===== src/axi_mem_pkg.sv =====
`default_nettype none

package axi_mem_pkg;

  localparam int ADDR_WIDTH = 16;
  localparam int DATA_WIDTH = 32;
  localparam int STRB_WIDTH = DATA_WIDTH / 8;
  localparam int ID_BITS    = 4;
  localparam int LEN_BITS   = 8;
  localparam int SIZE_BITS  = 3;

  // sram geometry
  localparam int MEM_WORDS    = 1024;
  localparam int MEM_IDX_BITS = $clog2(MEM_WORDS);
  localparam int WORD_LSB     = $clog2(STRB_WIDTH);

  // aw payload as carried through the skid buffer
  localparam int AW_BITS = ID_BITS + ADDR_WIDTH + LEN_BITS + SIZE_BITS + 2;

  typedef logic [ADDR_WIDTH-1:0] addr_t;
  typedef logic [DATA_WIDTH-1:0] data_t;
  typedef logic [STRB_WIDTH-1:0] strb_t;
  typedef logic [ID_BITS-1:0]    id_t;
  typedef logic [LEN_BITS-1:0]   len_t;
  typedef logic [SIZE_BITS-1:0]  size_t;
  typedef logic [1:0]            burst_t;
  typedef logic [1:0]            resp_t;

  localparam burst_t BURST_FIXED = 2'b00;
  localparam burst_t BURST_INCR  = 2'b01;
  localparam burst_t BURST_WRAP  = 2'b10;

  localparam resp_t RESP_OKAY = 2'b00;

endpackage

`default_nettype wire


===== src/skid_buffer.sv =====
`timescale 1ns/100ps
`default_nettype none

module skid_buffer #(
  parameter int WIDTH = 8
) (
  input  wire              clk_i,
  input  wire              rst_ni,
  input  wire              i_valid,
  output logic             o_ready,
  input  wire [WIDTH-1:0]  i_data,
  output logic             o_valid,
  input  wire              i_ready,
  output logic [WIDTH-1:0] o_data
);

  logic             s_valid;
  logic [WIDTH-1:0] s_data;
  logic             in_fire;
  logic             out_free;

  assign in_fire  = i_valid && o_ready;
  assign out_free = !o_valid || i_ready;

  // o_ready is low only while the spare entry is occupied
  always_ff @(posedge clk_i) begin
    if (!rst_ni) begin
      o_valid <= 1'b0;
      s_valid <= 1'b0;
      o_ready <= 1'b0;
    end else if (out_free) begin
      o_valid <= s_valid || in_fire;
      s_valid <= 1'b0;
      o_ready <= 1'b1;
    end else if (in_fire) begin
      s_valid <= 1'b1;
      o_ready <= 1'b0;
    end
  end

  always_ff @(posedge clk_i) begin
    if (out_free) begin
      o_data <= s_valid ? s_data : i_data;
    end
    // downstream stalled while a word was already promised upstream
    if (in_fire && !out_free) begin
      s_data <= i_data;
    end
  end

  a_hold_out: assert property (@(posedge clk_i) disable iff (!rst_ni)
    o_valid && !i_ready |=> o_valid && $stable(o_data))
    else $error("skid output changed under back-pressure");

endmodule

`default_nettype wire


===== src/axi_addr.sv =====
`timescale 1ns/100ps
`default_nettype none

module axi_addr (
  input  wire axi_mem_pkg::addr_t  i_last_addr,
  input  wire axi_mem_pkg::size_t  i_size,
  input  wire axi_mem_pkg::burst_t i_burst,
  output axi_mem_pkg::addr_t       o_next_addr
);

  import axi_mem_pkg::*;

  addr_t step;
  addr_t aligned;

  // bytes per beat
  assign step = addr_t'(1) << i_size;

  // first beat may be unaligned, later beats start on the size boundary
  assign aligned = i_last_addr & ~(step - addr_t'(1));

  always_comb begin
    case (i_burst)
      BURST_FIXED: begin
        o_next_addr = i_last_addr;
      end
      // wrap boundary is not tracked here
      BURST_INCR, BURST_WRAP: begin
        o_next_addr = aligned + step;
      end
      default: begin
        o_next_addr = i_last_addr;
      end
    endcase
  end

endmodule

`default_nettype wire


===== src/axi_interface_slave.sv =====
`timescale 1ns/100ps
`default_nettype none

module axi_interface_slave (
  input  wire                      clk_i,
  input  wire                      rst_ni,
  // aw
  input  wire axi_mem_pkg::id_t    i_awid,
  input  wire axi_mem_pkg::addr_t  i_awaddr,
  input  wire axi_mem_pkg::len_t   i_awlen,
  input  wire axi_mem_pkg::size_t  i_awsize,
  input  wire axi_mem_pkg::burst_t i_awburst,
  input  wire                      i_awvalid,
  output logic                     o_awready,
  // w
  input  wire axi_mem_pkg::data_t  i_wdata,
  input  wire axi_mem_pkg::strb_t  i_wstrb,
  input  wire                      i_wvalid,
  input  wire                      i_wlast,
  output logic                     o_wready,
  // b
  output axi_mem_pkg::id_t         o_bid,
  output axi_mem_pkg::resp_t       o_bresp,
  output logic                     o_bvalid,
  input  wire                      i_bready,
  // ar
  input  wire axi_mem_pkg::id_t    i_arid,
  input  wire axi_mem_pkg::addr_t  i_araddr,
  input  wire axi_mem_pkg::len_t   i_arlen,
  input  wire axi_mem_pkg::burst_t i_arburst,
  input  wire axi_mem_pkg::size_t  i_arsize,
  input  wire                      i_arvalid,
  output logic                     o_arready,
  // r
  output axi_mem_pkg::id_t         o_rid,
  output axi_mem_pkg::data_t       o_rdata,
  output axi_mem_pkg::resp_t       o_rresp,
  output logic                     o_rvalid,
  output logic                     o_rlast,
  input  wire                      i_rready,
  // memory side
  output logic                     o_we,
  output axi_mem_pkg::addr_t       o_waddr,
  output axi_mem_pkg::data_t       o_wdata,
  output axi_mem_pkg::strb_t       o_strb,
  output logic                     o_re,
  output axi_mem_pkg::addr_t       o_raddr,
  input  wire axi_mem_pkg::data_t  i_rdata
);

  import axi_mem_pkg::*;

  logic   aw_valid;
  logic   aw_ready;
  id_t    aw_id;
  addr_t  aw_addr;
  len_t   aw_len;
  size_t  aw_size;
  burst_t aw_burst;

  addr_t  waddr;
  size_t  wsize;
  burst_t wburst;
  len_t   wcnt;
  id_t    wid;
  addr_t  next_waddr;
  logic   aw_fire;
  logic   w_fire;
  logic   w_end;

  logic   b_stall;
  logic   b_fire;
  logic   b_pend;
  id_t    b_pend_id;

  skid_buffer #(
    .WIDTH (AW_BITS)
  ) u_aw_skid (
    .clk_i   (clk_i),
    .rst_ni  (rst_ni),
    .i_valid (i_awvalid),
    .o_ready (o_awready),
    .i_data  ({i_awid, i_awaddr, i_awlen, i_awsize, i_awburst}),
    .o_valid (aw_valid),
    .i_ready (aw_ready),
    .o_data  ({aw_id, aw_addr, aw_len, aw_size, aw_burst})
  );

  // next burst waits for the current one and for a free b slot
  assign aw_ready = !o_wready && !b_pend;
  assign aw_fire  = aw_valid && aw_ready;
  assign w_fire   = i_wvalid && o_wready;
  assign w_end    = w_fire && (wcnt == '0);
  assign b_stall  = o_bvalid && !i_bready;
  assign b_fire   = o_bvalid && i_bready;

  always_ff @(posedge clk_i) begin
    if (!rst_ni) begin
      o_wready <= 1'b0;
    end else if (aw_fire) begin
      o_wready <= 1'b1;
    end else if (w_end) begin
      o_wready <= 1'b0;
    end
  end

  always_ff @(posedge clk_i) begin
    if (aw_fire) begin
      waddr  <= aw_addr;
      wsize  <= aw_size;
      wburst <= aw_burst;
      wcnt   <= aw_len;
      wid    <= aw_id;
    end else if (w_fire) begin
      waddr <= next_waddr;
      wcnt  <= wcnt - len_t'(1);
    end
  end

  axi_addr u_wr_addr (
    .i_last_addr (waddr),
    .i_size      (wsize),
    .i_burst     (wburst),
    .o_next_addr (next_waddr)
  );

  assign o_we    = w_fire;
  assign o_waddr = waddr;
  assign o_wdata = i_wdata;
  assign o_strb  = i_wstrb;

  // second response parks here while bvalid is stuck
  always_ff @(posedge clk_i) begin
    if (!rst_ni) begin
      o_bvalid <= 1'b0;
      b_pend   <= 1'b0;
    end else if (w_end) begin
      if (b_stall) begin
        b_pend <= 1'b1;
      end else begin
        o_bvalid <= 1'b1;
      end
    end else if (b_fire) begin
      o_bvalid <= b_pend;
      b_pend   <= 1'b0;
    end
  end

  always_ff @(posedge clk_i) begin
    if (w_end && b_stall) begin
      b_pend_id <= wid;
    end
    if (w_end && !b_stall) begin
      o_bid <= wid;
    end else if (b_fire) begin
      o_bid <= b_pend_id;
    end
  end

  assign o_bresp = RESP_OKAY;

  logic   r_busy;
  logic   r_issue;
  len_t   r_cnt;
  addr_t  raddr;
  size_t  rsize;
  burst_t rburst;
  addr_t  next_raddr;
  logic   ar_fire;
  logic   r_fire;

  // r_busy spans the whole burst, r_issue only until the last read strobe
  assign o_arready = !r_busy;
  assign ar_fire   = i_arvalid && o_arready;
  assign r_fire    = o_rvalid && i_rready;
  assign o_re      = r_issue && (!o_rvalid || i_rready);
  assign o_raddr   = raddr;
  assign o_rdata   = i_rdata;
  assign o_rresp   = RESP_OKAY;

  always_ff @(posedge clk_i) begin
    if (!rst_ni) begin
      r_busy  <= 1'b0;
      r_issue <= 1'b0;
    end else if (ar_fire) begin
      r_busy  <= 1'b1;
      r_issue <= 1'b1;
    end else begin
      if (o_re && (r_cnt == '0)) begin
        r_issue <= 1'b0;
      end
      if (r_fire && o_rlast) begin
        r_busy <= 1'b0;
      end
    end
  end

  always_ff @(posedge clk_i) begin
    if (ar_fire) begin
      raddr  <= i_araddr;
      rsize  <= i_arsize;
      rburst <= i_arburst;
      r_cnt  <= i_arlen;
      o_rid  <= i_arid;
    end else if (o_re) begin
      raddr <= next_raddr;
      r_cnt <= r_cnt - len_t'(1);
    end
  end

  axi_addr u_rd_addr (
    .i_last_addr (raddr),
    .i_size      (rsize),
    .i_burst     (rburst),
    .o_next_addr (next_raddr)
  );

  // beat shows up one cycle after its read strobe
  always_ff @(posedge clk_i) begin
    if (!rst_ni) begin
      o_rvalid <= 1'b0;
      o_rlast  <= 1'b0;
    end else if (o_re) begin
      o_rvalid <= 1'b1;
      o_rlast  <= (r_cnt == '0);
    end else if (r_fire) begin
      o_rvalid <= 1'b0;
      o_rlast  <= 1'b0;
    end
  end

  a_b_hold: assert property (@(posedge clk_i) disable iff (!rst_ni)
    b_stall |=> o_bvalid && $stable(o_bid))
    else $error("bvalid dropped or bid changed before bready");

  // sram must keep its output while the beat is stalled
  a_r_hold: assert property (@(posedge clk_i) disable iff (!rst_ni)
    o_rvalid && !i_rready |=> o_rvalid && $stable(o_rdata) && $stable(o_rlast)
      && $stable(o_rid))
    else $error("r beat changed before rready");

  a_we_in_burst: assert property (@(posedge clk_i) disable iff (!rst_ni)
    o_we |-> o_wready && (i_wlast == (wcnt == '0)))
    else $error("write outside a burst or wlast off the beat count");

endmodule

`default_nettype wire


===== config.mk =====
export PLATFORM = sky130hd
export DESIGN_NAME = axi_interface_slave
export DESIGN_NICKNAME = d
export VERILOG_FILES = /design/src/axi_mem_pkg.sv /design/src/skid_buffer.sv /design/src/axi_addr.sv /design/src/axi_interface_slave.sv
export SDC_FILE = /design/constraint.sdc
export NUM_CORES = 1
export LEC_CHECK = 0
export ABC_AREA = 0
export CORE_MARGIN = 1.5
export CORE_UTILIZATION = 45
export CTS_CLUSTER_SIZE = 16
export DETAILED_ROUTE_END_ITERATION = 10
export DONT_BUFFER_PORTS = 1
export SETUP_SLACK_MARGIN = 0.2
export SKIP_CTS_REPAIR_TIMING = 1
export SLEW_MARGIN = 40
export SYNTH_ARGS = -nofsm -noshare
export SYNTH_HDL_FRONTEND = slang
export SYNTH_HIERARCHICAL = 1
export SYNTH_SLANG_ARGS = --single-unit

===== constraint.sdc =====
create_clock -name clk_i -period 3.3 [get_ports clk_i]
set_clock_uncertainty 0.2 [all_clocks]
set_input_delay 0.33 -clock clk_i [delete_from_list [all_inputs] [get_ports clk_i]]
set_output_delay 0.33 -clock clk_i [all_outputs]
set_load 0.02 [all_outputs]

==> metrics.md, run 1 <==
| Metric | Value |
|---|---|
| Run status | `complete, but fails checks` |
| Failing checks | `hold timing` |
| Number of DRC markers in iteration 0 | `279` |
| Die Ht | `142 um` |
| PD cells | `497 mW/mm^2` |
| Pleak | `3.55 nW` |
| CTS tree | `yes` |
| Final period util | `91.5%` |
| CTS Buffer Depth | `2` |
| Final Hold Fails | `1` |
| Asr flop ratio synth | `0%` |
| Hold Worst Slack | `-5.88 ps` |
| Critical R2R Launch | `rsize[2]` |
| Yosys top cell by area | `edfxtp_1` |
| Worst Path Arrival | `3000 ps` |
| Largest net degree at the start of global routing | `37` |
| Clk sink count | `150` |
| # IOs | `262` |
| Top-count cell post-synth | `nand2_1` |
| Hold WC Path Type | `in -> reg` |
| VDD IR max | `0.359 mV` |
| Slowest CP cell | `edfxtp_1` |
| CTS Root Cell | `clkbuf_16` |
| Vias | `5629` |
| Syn Area/Cell | `11.2 sq um` |
| Max-slew headroom | `54.7%` |
| Drt via density | `5.46` |
| CP endpoint kind | `flip-flop` |
| Die width | `142 um` |
| Synth Instances | `774` |
| Area Growth Syn to Fin | `12.0%` |
| R2r worst-path depth | `10` |
| Overall Global Routing Usage | `17.3%` |
| Top_reg_cell synth | `edfxtp_1` |
| RSZ-0062 raised after global routing | `true` |
| Routability cong. | `0.845` |
| Initial core utilization | `46.2%` |
| Reg clk slew, reported paths | `70 ps` |
| R2R setup slack | `280 ps` |
| Max-cap viol count | `0` |
| Worst skew pair latency | `420 ps` |
| Final Util | `51.7%` |
| List of most frequent post-synthesis cells | `nand2_1 (152), edfxtp_1 (140), buf_4 (72)` |
| Synthesis warning total | `6` |
| Setup Viol. Count Final | `0` |
| Synth top area cells | `edfxtp_1 (49%), nand2_1 (6.6%), buf_4 (6.2%)` |
| FP Rows | `50` |
| Num CTS Buffers | `17` |
| Core box area | `0.0188 sq mm` |
| Critical path, cell by cell | `or3b_1 > ha_4 > mux2_1 > a32o_1 > a41oi_4 > o21ai_2 > nand4_1 > xnor2_1 > nand2_1 > nand2_1` |
| Htree depth | `4` |
| Nets | `934` |
| Hold EP | `o_rvalid` |
| Sequential area share after synthesis | `50.8%` |
| Fillers | `1633` |
| Yosys top cell area share | `48.5%` |
| Worst hold start | `i_rready` |
| FF-to-FF End | `o_raddr[11]` |
| GRT Residual Overflow | `0` |
| Post-route DRC | `0` |
| Critical path required time | `3280 ps` |
| Post-DP HPWL | `12100 um` |
| Vias in the first global route | `5212` |
| Crit path max fanout | `5` |
| Global-route wire length before repair | `27100 um` |
| Fmax | `0.331 GHz` |
| Die area | `0.0201 sq mm` |
| I/O Buffers | `0` |
| Ratio of cells with drive above 1 in the final layout | `17.5%` |
| Slew Viols, Final | `0` |
| Total Wirelength | `17600 um` |
| CP Class | `reg -> reg` |
| Cell variety after synth | `70` |
| Min Tclk post-route | `3020 ps` |
| Setup TNS | `0 ps` |
| Actual slew at the worst max-slew pin | `673 ps` |
| CP startpoint kind | `flip-flop` |
| Crit path largest cell delay | `470 ps` |
| Initial antenna violation count | `4` |
| Remaining antenna violation count | `0` |
| Hold path depth | `2` |
| CP most frequent cell | `nand2_1` |
| Post-synth EDFFs | `140` |
| First-pass DRT Iterations | `4` |
| Post-Synthesis Cell Area | `0.00867 sq mm` |
| Per-cell routed wire length | `17.1 um` |
| Total power | `4.82 mW` |
| Number of synthesized register bits | `150` |
[layout by cell type, fill, tap and decap left out, types with 7 or more instances in the layout]
cell type / synthesis / final
nand2_1: 152 / 151
edfxtp_1: 140 / 140
dlygate4sd3_1: 0 / 70
mux2_4: 29 / 29
nor2_1: 29 / 26
a21oi_1: 27 / 26
xnor2_1: 24 / 24
buf_4: 72 / 23
o21ai_0: 21 / 21
inv_1: 19 / 19
clkbuf_16: 0 / 17
nand2b_1: 11 / 10
and2_1: 10 / 10
nand3_1: 10 / 10
xor2_1: 9 / 9
nand4_1: 9 / 9
ha_1: 12 / 9
dfxtp_1: 10 / 9
a31oi_1: 8 / 8
mux2_2: 8 / 8
nor3_1: 9 / 8
o21ai_2: 6 / 7
o21ai_1: 8 / 7
[per-stage QoR]
stage	std cells	setup slack, ps	area (sq um)
floorplan	777	210	8680
global placement	921	220	8310
detailed placement	921	188	8310
CTS	953	183	8900
global route	1031	166	9700
finish	1031	280	9700
[layout make-up]
cell class              instances  area [sq um]  area share (%)
well taps                     234           293            3.02
inverters                      22          82.6           0.851
diodes                          4          10.0           0.103
multi-input cells             496          3450            35.6
flip-flops and latches        150          4410            45.4
repair buffers                 93           873            9.00
clock inverters                14           145            1.50
clock buffers                  18           439            4.53
[worst max path at each step]
stage | start | to | slack (ps) | depth (start not counted)
2_1_floorplan | rsize[1] | o_raddr[10] | 210 | 13
3_5_place_dp | wsize[2] | o_waddr[12] | 190 | 10
4_1_cts | wsize[2] | o_waddr[12] | 180 | 10
5_1_grt | rsize[2] | o_raddr[5] | 170 | 10
3_3_place_gp | wsize[2] | o_waddr[10] | 220 | 10
6_report | rsize[2] | o_raddr[11] | 280 | 10
[kinds of logic (layout without fill, tap and decap cells)]
| kind of cell | Yosys count | in the layout | share of synthesized area (%) |
|---|---|---|---|
| flip-flops | 150 | 150 | 50.8 |
| buffers and inverters | 131 | 147 | 10.3 |
| multiplexers | 39 | 39 | 6.32 |
| adder cells (fa/ha/maj) | 12 | 12 | 1.73 |
| AND/OR/NAND/NOR | 285 | 285 | 16.6 |
| AO/OA/AOI/OAI | 121 | 121 | 10.5 |
| other | 1 | 8 | 0.0433 |
| XOR/XNOR | 35 | 35 | 3.71 |
[worst max-delay path, delay by kind of cell (launching register included)]
| family | cells | cell delay (ps) |
|---|---|---|
| and+or+nand+nor | 4 | 740 |
| AOI/OAI and AO/OA | 3 | 730 |
| DFF | 1 | 470 |
| muxes | 1 | 290 |
| adders and majority gates | 1 | 270 |
| xor gates and xnor gates | 1 | 80 |
[state kept, by name, summed over array words and instances, names as in the netlist, 3 cells and up]
register / count
o_bid: 4
wsize: 3
b_pend_id: 4
u_aw_skid/s_data: 33
wid: 4
o_rid: 4
o_raddr: 16
rsize: 3
u_aw_skid/o_data: 33
r_cnt: 8
wcnt: 8
o_waddr: 16
[power breakdown]
| group | internal, mW | switching (mW) | leakage [nW] |
|---|---|---|---|
| clock network | 1.08 | 0.823 | 0.285 |
| logic | 0.255 | 0.291 | 1.83 |
| registers | 2.21 | 0.162 | 1.43 |
| total | 3.55 | 1.28 | 3.55 |
[routing by layer]
metal | track usage [%] | vias up | wire length (um)
met5 | 0 | - | 0
met4 | 7.33 | 0 | 374
met3 | 6.48 | 41 | 1260
met2 | 27.1 | 208 | 8410
met1 | 21.4 | 2658 | 7580
li1 | - | 2722 | -
No activity file was read; power rests on OpenSTA's default activity.
==> run 2, diff against run 1 <==
Settings changed: CTS_CLUSTER_DIAMETER set to 120.
Clock period 3.3 ns to 2.8 ns, I/O delays scaled along.
==> metrics.md, run 2 (synthesis gave the netlist of run 1 again) <==
| Metric | Value |
|---|---|
| CP Class | `reg -> reg` |
| Largest regs | `u_aw_skid/o_data x33, u_aw_skid/s_data x33` |
| # IOs | `262` |
| CP startpoint kind | `flip-flop` |
| Critical path required time | `2900 ps` |
| R2r worst-path depth | `11` |
| Largest net degree at the start of global routing | `37` |
| Min Tclk post-route | `2910 ps` |
| Failing checks | `setup timing` |
| Crit path max fanout | `8` |
| Max-cap viol count | `0` |
| Total Wirelength | `18400 um` |
| Overall Global Routing Usage | `18.1%` |
| Actual slew at the worst max-slew pin | `701 ps` |
| Vias in the first global route | `5622` |
| Die width | `142 um` |
| Hold WC Path Type | `in -> reg` |
| I/O Buffers | `0` |
| Max-slew headroom | `52.9%` |
| Initial antenna violation count | `0` |
| Slew Viols, Final | `0` |
| Clk sink count | `150` |
| CTS tree | `yes` |
| Routability cong. | `0.825` |
| Die Ht | `142 um` |
| Die area | `0.0201 sq mm` |
| Nets | `987` |
| R2R setup slack | `-110 ps` |
| CTS Buffer Depth | `2` |
| Commonest non-fill, non-tap cell in the layout | `nand2_1` |
| Post-route DRC | `0` |
| CP endpoint kind | `flip-flop` |
| Final period util | `104%` |
| Post-DP HPWL | `12800 um` |
| Core box area | `0.0188 sq mm` |
| Fmax | `0.344 GHz` |
| Vias | `5878` |
| Per-cell routed wire length | `17.0 um` |
| FP Rows | `50` |
| Setup TNS | `-670 ps` |
| Setup Viol. Count Final | `13` |
| Pleak | `3.86 nW` |
| Reg clk slew, reported paths | `60 ps` |
| Run status | `complete, but fails checks` |
| Num CTS Buffers | `17` |
| RSZ-0062 raised after global routing | `true` |
| Remaining antenna violation count | `0` |
| Htree depth | `4` |
| # diodes | `0` |
| Most frequent cells in the layout | `nand2_1 (150), edfxtp_1 (140), dlygate4sd3_1 (72), buf_4 (68), mux2_4 (31)` |
| Area Growth Syn to Fin | `18.4%` |
| Drt via density | `5.44` |
| Worst skew pair latency | `430 ps` |
| Hold path depth | `3` |
| CTS Root Cell | `clkbuf_16` |
| Final Hold Fails | `0` |
| GRT Residual Overflow | `0` |
| DP Worst Slack | `-85.3 ps` |
| First-pass DRT Iterations | `4` |
| PD cells | `563 mW/mm^2` |
| Ratio of cells with drive above 1 in the final layout | `24.7%` |
| Hold Worst Slack | `22.7 ps` |
| VDD IR max | `0.432 mV` |
| Worst Path Arrival | `3010 ps` |
| Initial core utilization | `46.2%` |
| Number of DRC markers in iteration 0 | `285` |
| Global-route wire length before repair | `28300 um` |
| Post-route setup slack | `-108 ps` |
## run 2: final cells by class
class	count	area (sq um)
repair buffers	146	1320
fillers	1591	8500
multi-input cells	496	3590
inverters	22	82.6
clock inverters	11	110
flip-flops and latches	150	4410
well taps	234	293
clock buffers	21	470
## run 2: through the flow
stage,area [sq um],total power [mW],utilization [%],std cells
6_report,10300,5.78,54.7,1080
5_1_grt,10300,6.02,54.7,1080
4_1_cts,9330,5.71,49.7,997
3_5_place_dp,8750,3.46,46.6,965
3_3_place_gp,8750,3.43,46.6,965
2_1_floorplan,8770,3.41,-,777
## run 2: path summary, 6_finish.rpt
check,start,endpoint
max reg2reg,wsize[2],o_waddr[8]
min reg2reg,u_aw_skid/o_data[32],wid[3]
max,wsize[2],o_waddr[8]
min,i_bready,o_bid[0]
## run 2: worst max-delay path, cell delays in order, from the launching register on
cell      delay, ps
edfxtp_1        440
or3b_4          440
ha_4            200
nor2b_4         140
o32ai_4         230
nand3_2         170
o31ai_4         370
buf_6           160
a21oi_2          50
a211oi_2        240
nand2_1          70
nand2_1          60
## run 2: report_power, final
part | internal (mW) | total (mW) | switching (mW) | leakage [nW]
logic | 0.367 | 0.774 | 0.407 | 2.14
clock network | 1.31 | 2.24 | 0.928 | 0.290
registers | 2.61 | 2.76 | 0.156 | 1.43
total | 4.29 | 5.78 | 1.49 | 3.86
## run 2: per-layer routing
layer	wire length (um)	GRT usage (%)
met5	0	0
met4	493	9.71
met3	1190	6.48
met2	8760	28.6
met1	7950	21.6
==> run 3, diff against run 2 <==
Settings changed: RECOVER_POWER set to 100.
==> metrics.md, run 3 (synthesis gave the netlist of run 1 again) <==
| Metric | Value |
|---|---|
| Crit. path cell count | `11` |
| Final Hold Fails | `0` |
| Die width | `142 um` |
| Vias in the first global route | `5622` |
| Ratio of cells with drive above 1 in the final layout | `23.8%` |
| CTS tree | `yes` |
| Final Util | `54.6%` |
| R2r worst-path depth | `11` |
| Per-cell routed wire length | `17.1 um` |
| CP most frequent cell | `nand2_1` |
| Max-slew headroom | `52.9%` |
| Number of DRC markers in iteration 0 | `248` |
| Drt via density | `5.44` |
| DR top layer | `met4` |
| CTS Root Cell | `clkbuf_16` |
| Run status | `complete, but fails checks` |
| CP bufs+invs | `1` |
| Clk sink count | `150` |
| Critical path, cell by cell | `or3b_4 > ha_4 > nor2b_4 > o32ai_4 > nand3_2 > o31ai_4 > buf_6 > a21oi_2 > a211oi_2 > nand2_1 > nand2_1` |
| Crit path largest cell delay | `440 ps` |
| Most frequent cells in the layout | `nand2_1 (150), edfxtp_1 (140), dlygate4sd3_1 (72), buf_4 (68), a21oi_1 (25)` |
| Htree depth | `4` |
| RSZ-0062 raised after global routing | `true` |
| Area Growth Syn to Fin | `18.1%` |
| Crit. Startpoint | `wsize[2]` |
| Critical path required time | `2900 ps` |
| Overall Global Routing Usage | `18.1%` |
| Max-cap viol count | `0` |
| CP Class | `reg -> reg` |
| Die Ht | `142 um` |
| Reg clk slew, reported paths | `60 ps` |
| GRT Residual Overflow | `0` |
| Setup Viol. Count Final | `13` |
| Fillers | `1601` |
| DP Worst Slack | `-85.3 ps` |
| Worst skew pair latency | `420 ps` |
| Slew Viols, Final | `0` |
| PD cells | `564 mW/mm^2` |
| Actual slew at the worst max-slew pin | `701 ps` |
| Fmax | `0.344 GHz` |
| Num CTS Buffers | `17` |
| CP startpoint kind | `flip-flop` |
| Min Tclk post-route | `2910 ps` |
| VDD IR max | `0.430 mV` |
| # IOs | `262` |
| Post-DP HPWL | `12800 um` |
| Worst Setup EP | `o_waddr[8]` |
| I/O Buffers | `0` |
| Critical R2R Launch | `wsize[2]` |
| WL met2 | `8770 um` |
| Die area | `0.0201 sq mm` |
| Post-route DRC | `0` |
| Top Family by Delay on Critical Path | `compound AO/OA/AOI/OAI gates` |
| Largest regs | `u_aw_skid/o_data x33, u_aw_skid/s_data x33` |
| Met3 wire length | `1200 um` |
| CP endpoint kind | `flip-flop` |
| Post-route setup slack | `-108 ps` |
| FP Rows | `50` |
| Register Area | `0.00440 sq mm` |
| Worst Path Arrival | `3010 ps` |
| # diodes | `0` |
| First-pass DRT Iterations | `4` |
| Vias | `5878` |
| Pleak | `3.84 nW` |
| Global-route wire length before repair | `28300 um` |
| Failing checks | `setup timing` |
| Initial antenna violation count | `0` |
| Crit path max fanout | `8` |
| FF-to-FF End | `o_waddr[8]` |
| Routability cong. | `0.825` |
| CTS Buffer Depth | `2` |
| Nets | `987` |
| Initial core utilization | `46.2%` |
| Area taken by multi-input logic gates | `0.00356 sq mm` |
| Total Wirelength | `18400 um` |
| Remaining antenna violation count | `0` |
| Slowest CP cell | `edfxtp_1` |
| Hold WC Path Type | `in -> reg` |
| Final period util | `104%` |
| Met1 WL | `7950 um` |
| Core box area | `0.0188 sq mm` |
| R2R setup slack | `-110 ps` |
| Largest net degree at the start of global routing | `37` |
| Commonest non-fill, non-tap cell in the layout | `nand2_1` |
## run 3: cell count changes in the layout (fill, tap and decap cells not counted)
cell	before	now
dfxtp_1	9	10
dfxtp_2	1	0
mux2_1	0	7
mux2_4	31	24
## run 3: per-layer routing
metal  track usage, %  vias up
li1                 -     2813
met1             21.6     2820
met2             28.6      187
met3             6.48       58
met4             9.71        0
met5                0        -
## run 3: worst min-delay path by stage
| stage | to | slack [ps] | from | depth (start not counted) |
|---|---|---|---|---|
| 2_1_floorplan | o_rid[0] | 180 | i_arid[0] | 0 |
| 3_3_place_gp | o_rid[0] | 180 | i_arid[0] | 0 |
| 3_5_place_dp | o_rid[2] | 180 | i_arid[2] | 0 |
| 4_1_cts | o_rid[2] | -280 | i_arid[2] | 0 |
| 5_1_grt | o_bid[2] | 40 | i_bready | 3 |
| 6_report | o_bid[0] | 20 | i_bready | 3 |
## run 3: per-stage QoR
stage               hold slack [ps]  total power, mW  instance area (sq um)  std cells  setup TNS (ps)
detailed placement              179             3.46                   8750        965            -780
floorplan                       179             3.41                   8770        777           -2270
finish                         23.8             5.77                  10200       1080            -674
global route                   37.1             6.01                  10200       1080           -3560
global placement                179             3.43                   8750        965            -140
CTS                            -276             5.71                   9330        997           -1090
## run 3: worst register-to-register path: stages (launching register included)
cell and delay, ps:
edfxtp_1 440, or3b_4 440, ha_4 200, nor2b_4 140
o32ai_4 230, nand3_2 170, o31ai_4 370, buf_6 160
a21oi_2 50, a211oi_2 240, nand2_1 70, nand2_1 60
## run 3: layout make-up
class / instances / share of cell area (%)
well taps: 234 / 2.86
flip-flops and latches: 150 / 43.0
inverters: 22 / 0.807
clock inverters: 11 / 1.08
multi-input cells: 496 / 34.8
clock buffers: 21 / 4.59
repair buffers: 146 / 12.9
## run 3: where the power goes
group          switching, mW  internal [mW]
registers              0.156           2.61
clock network          0.925           1.31
logic                  0.407          0.363
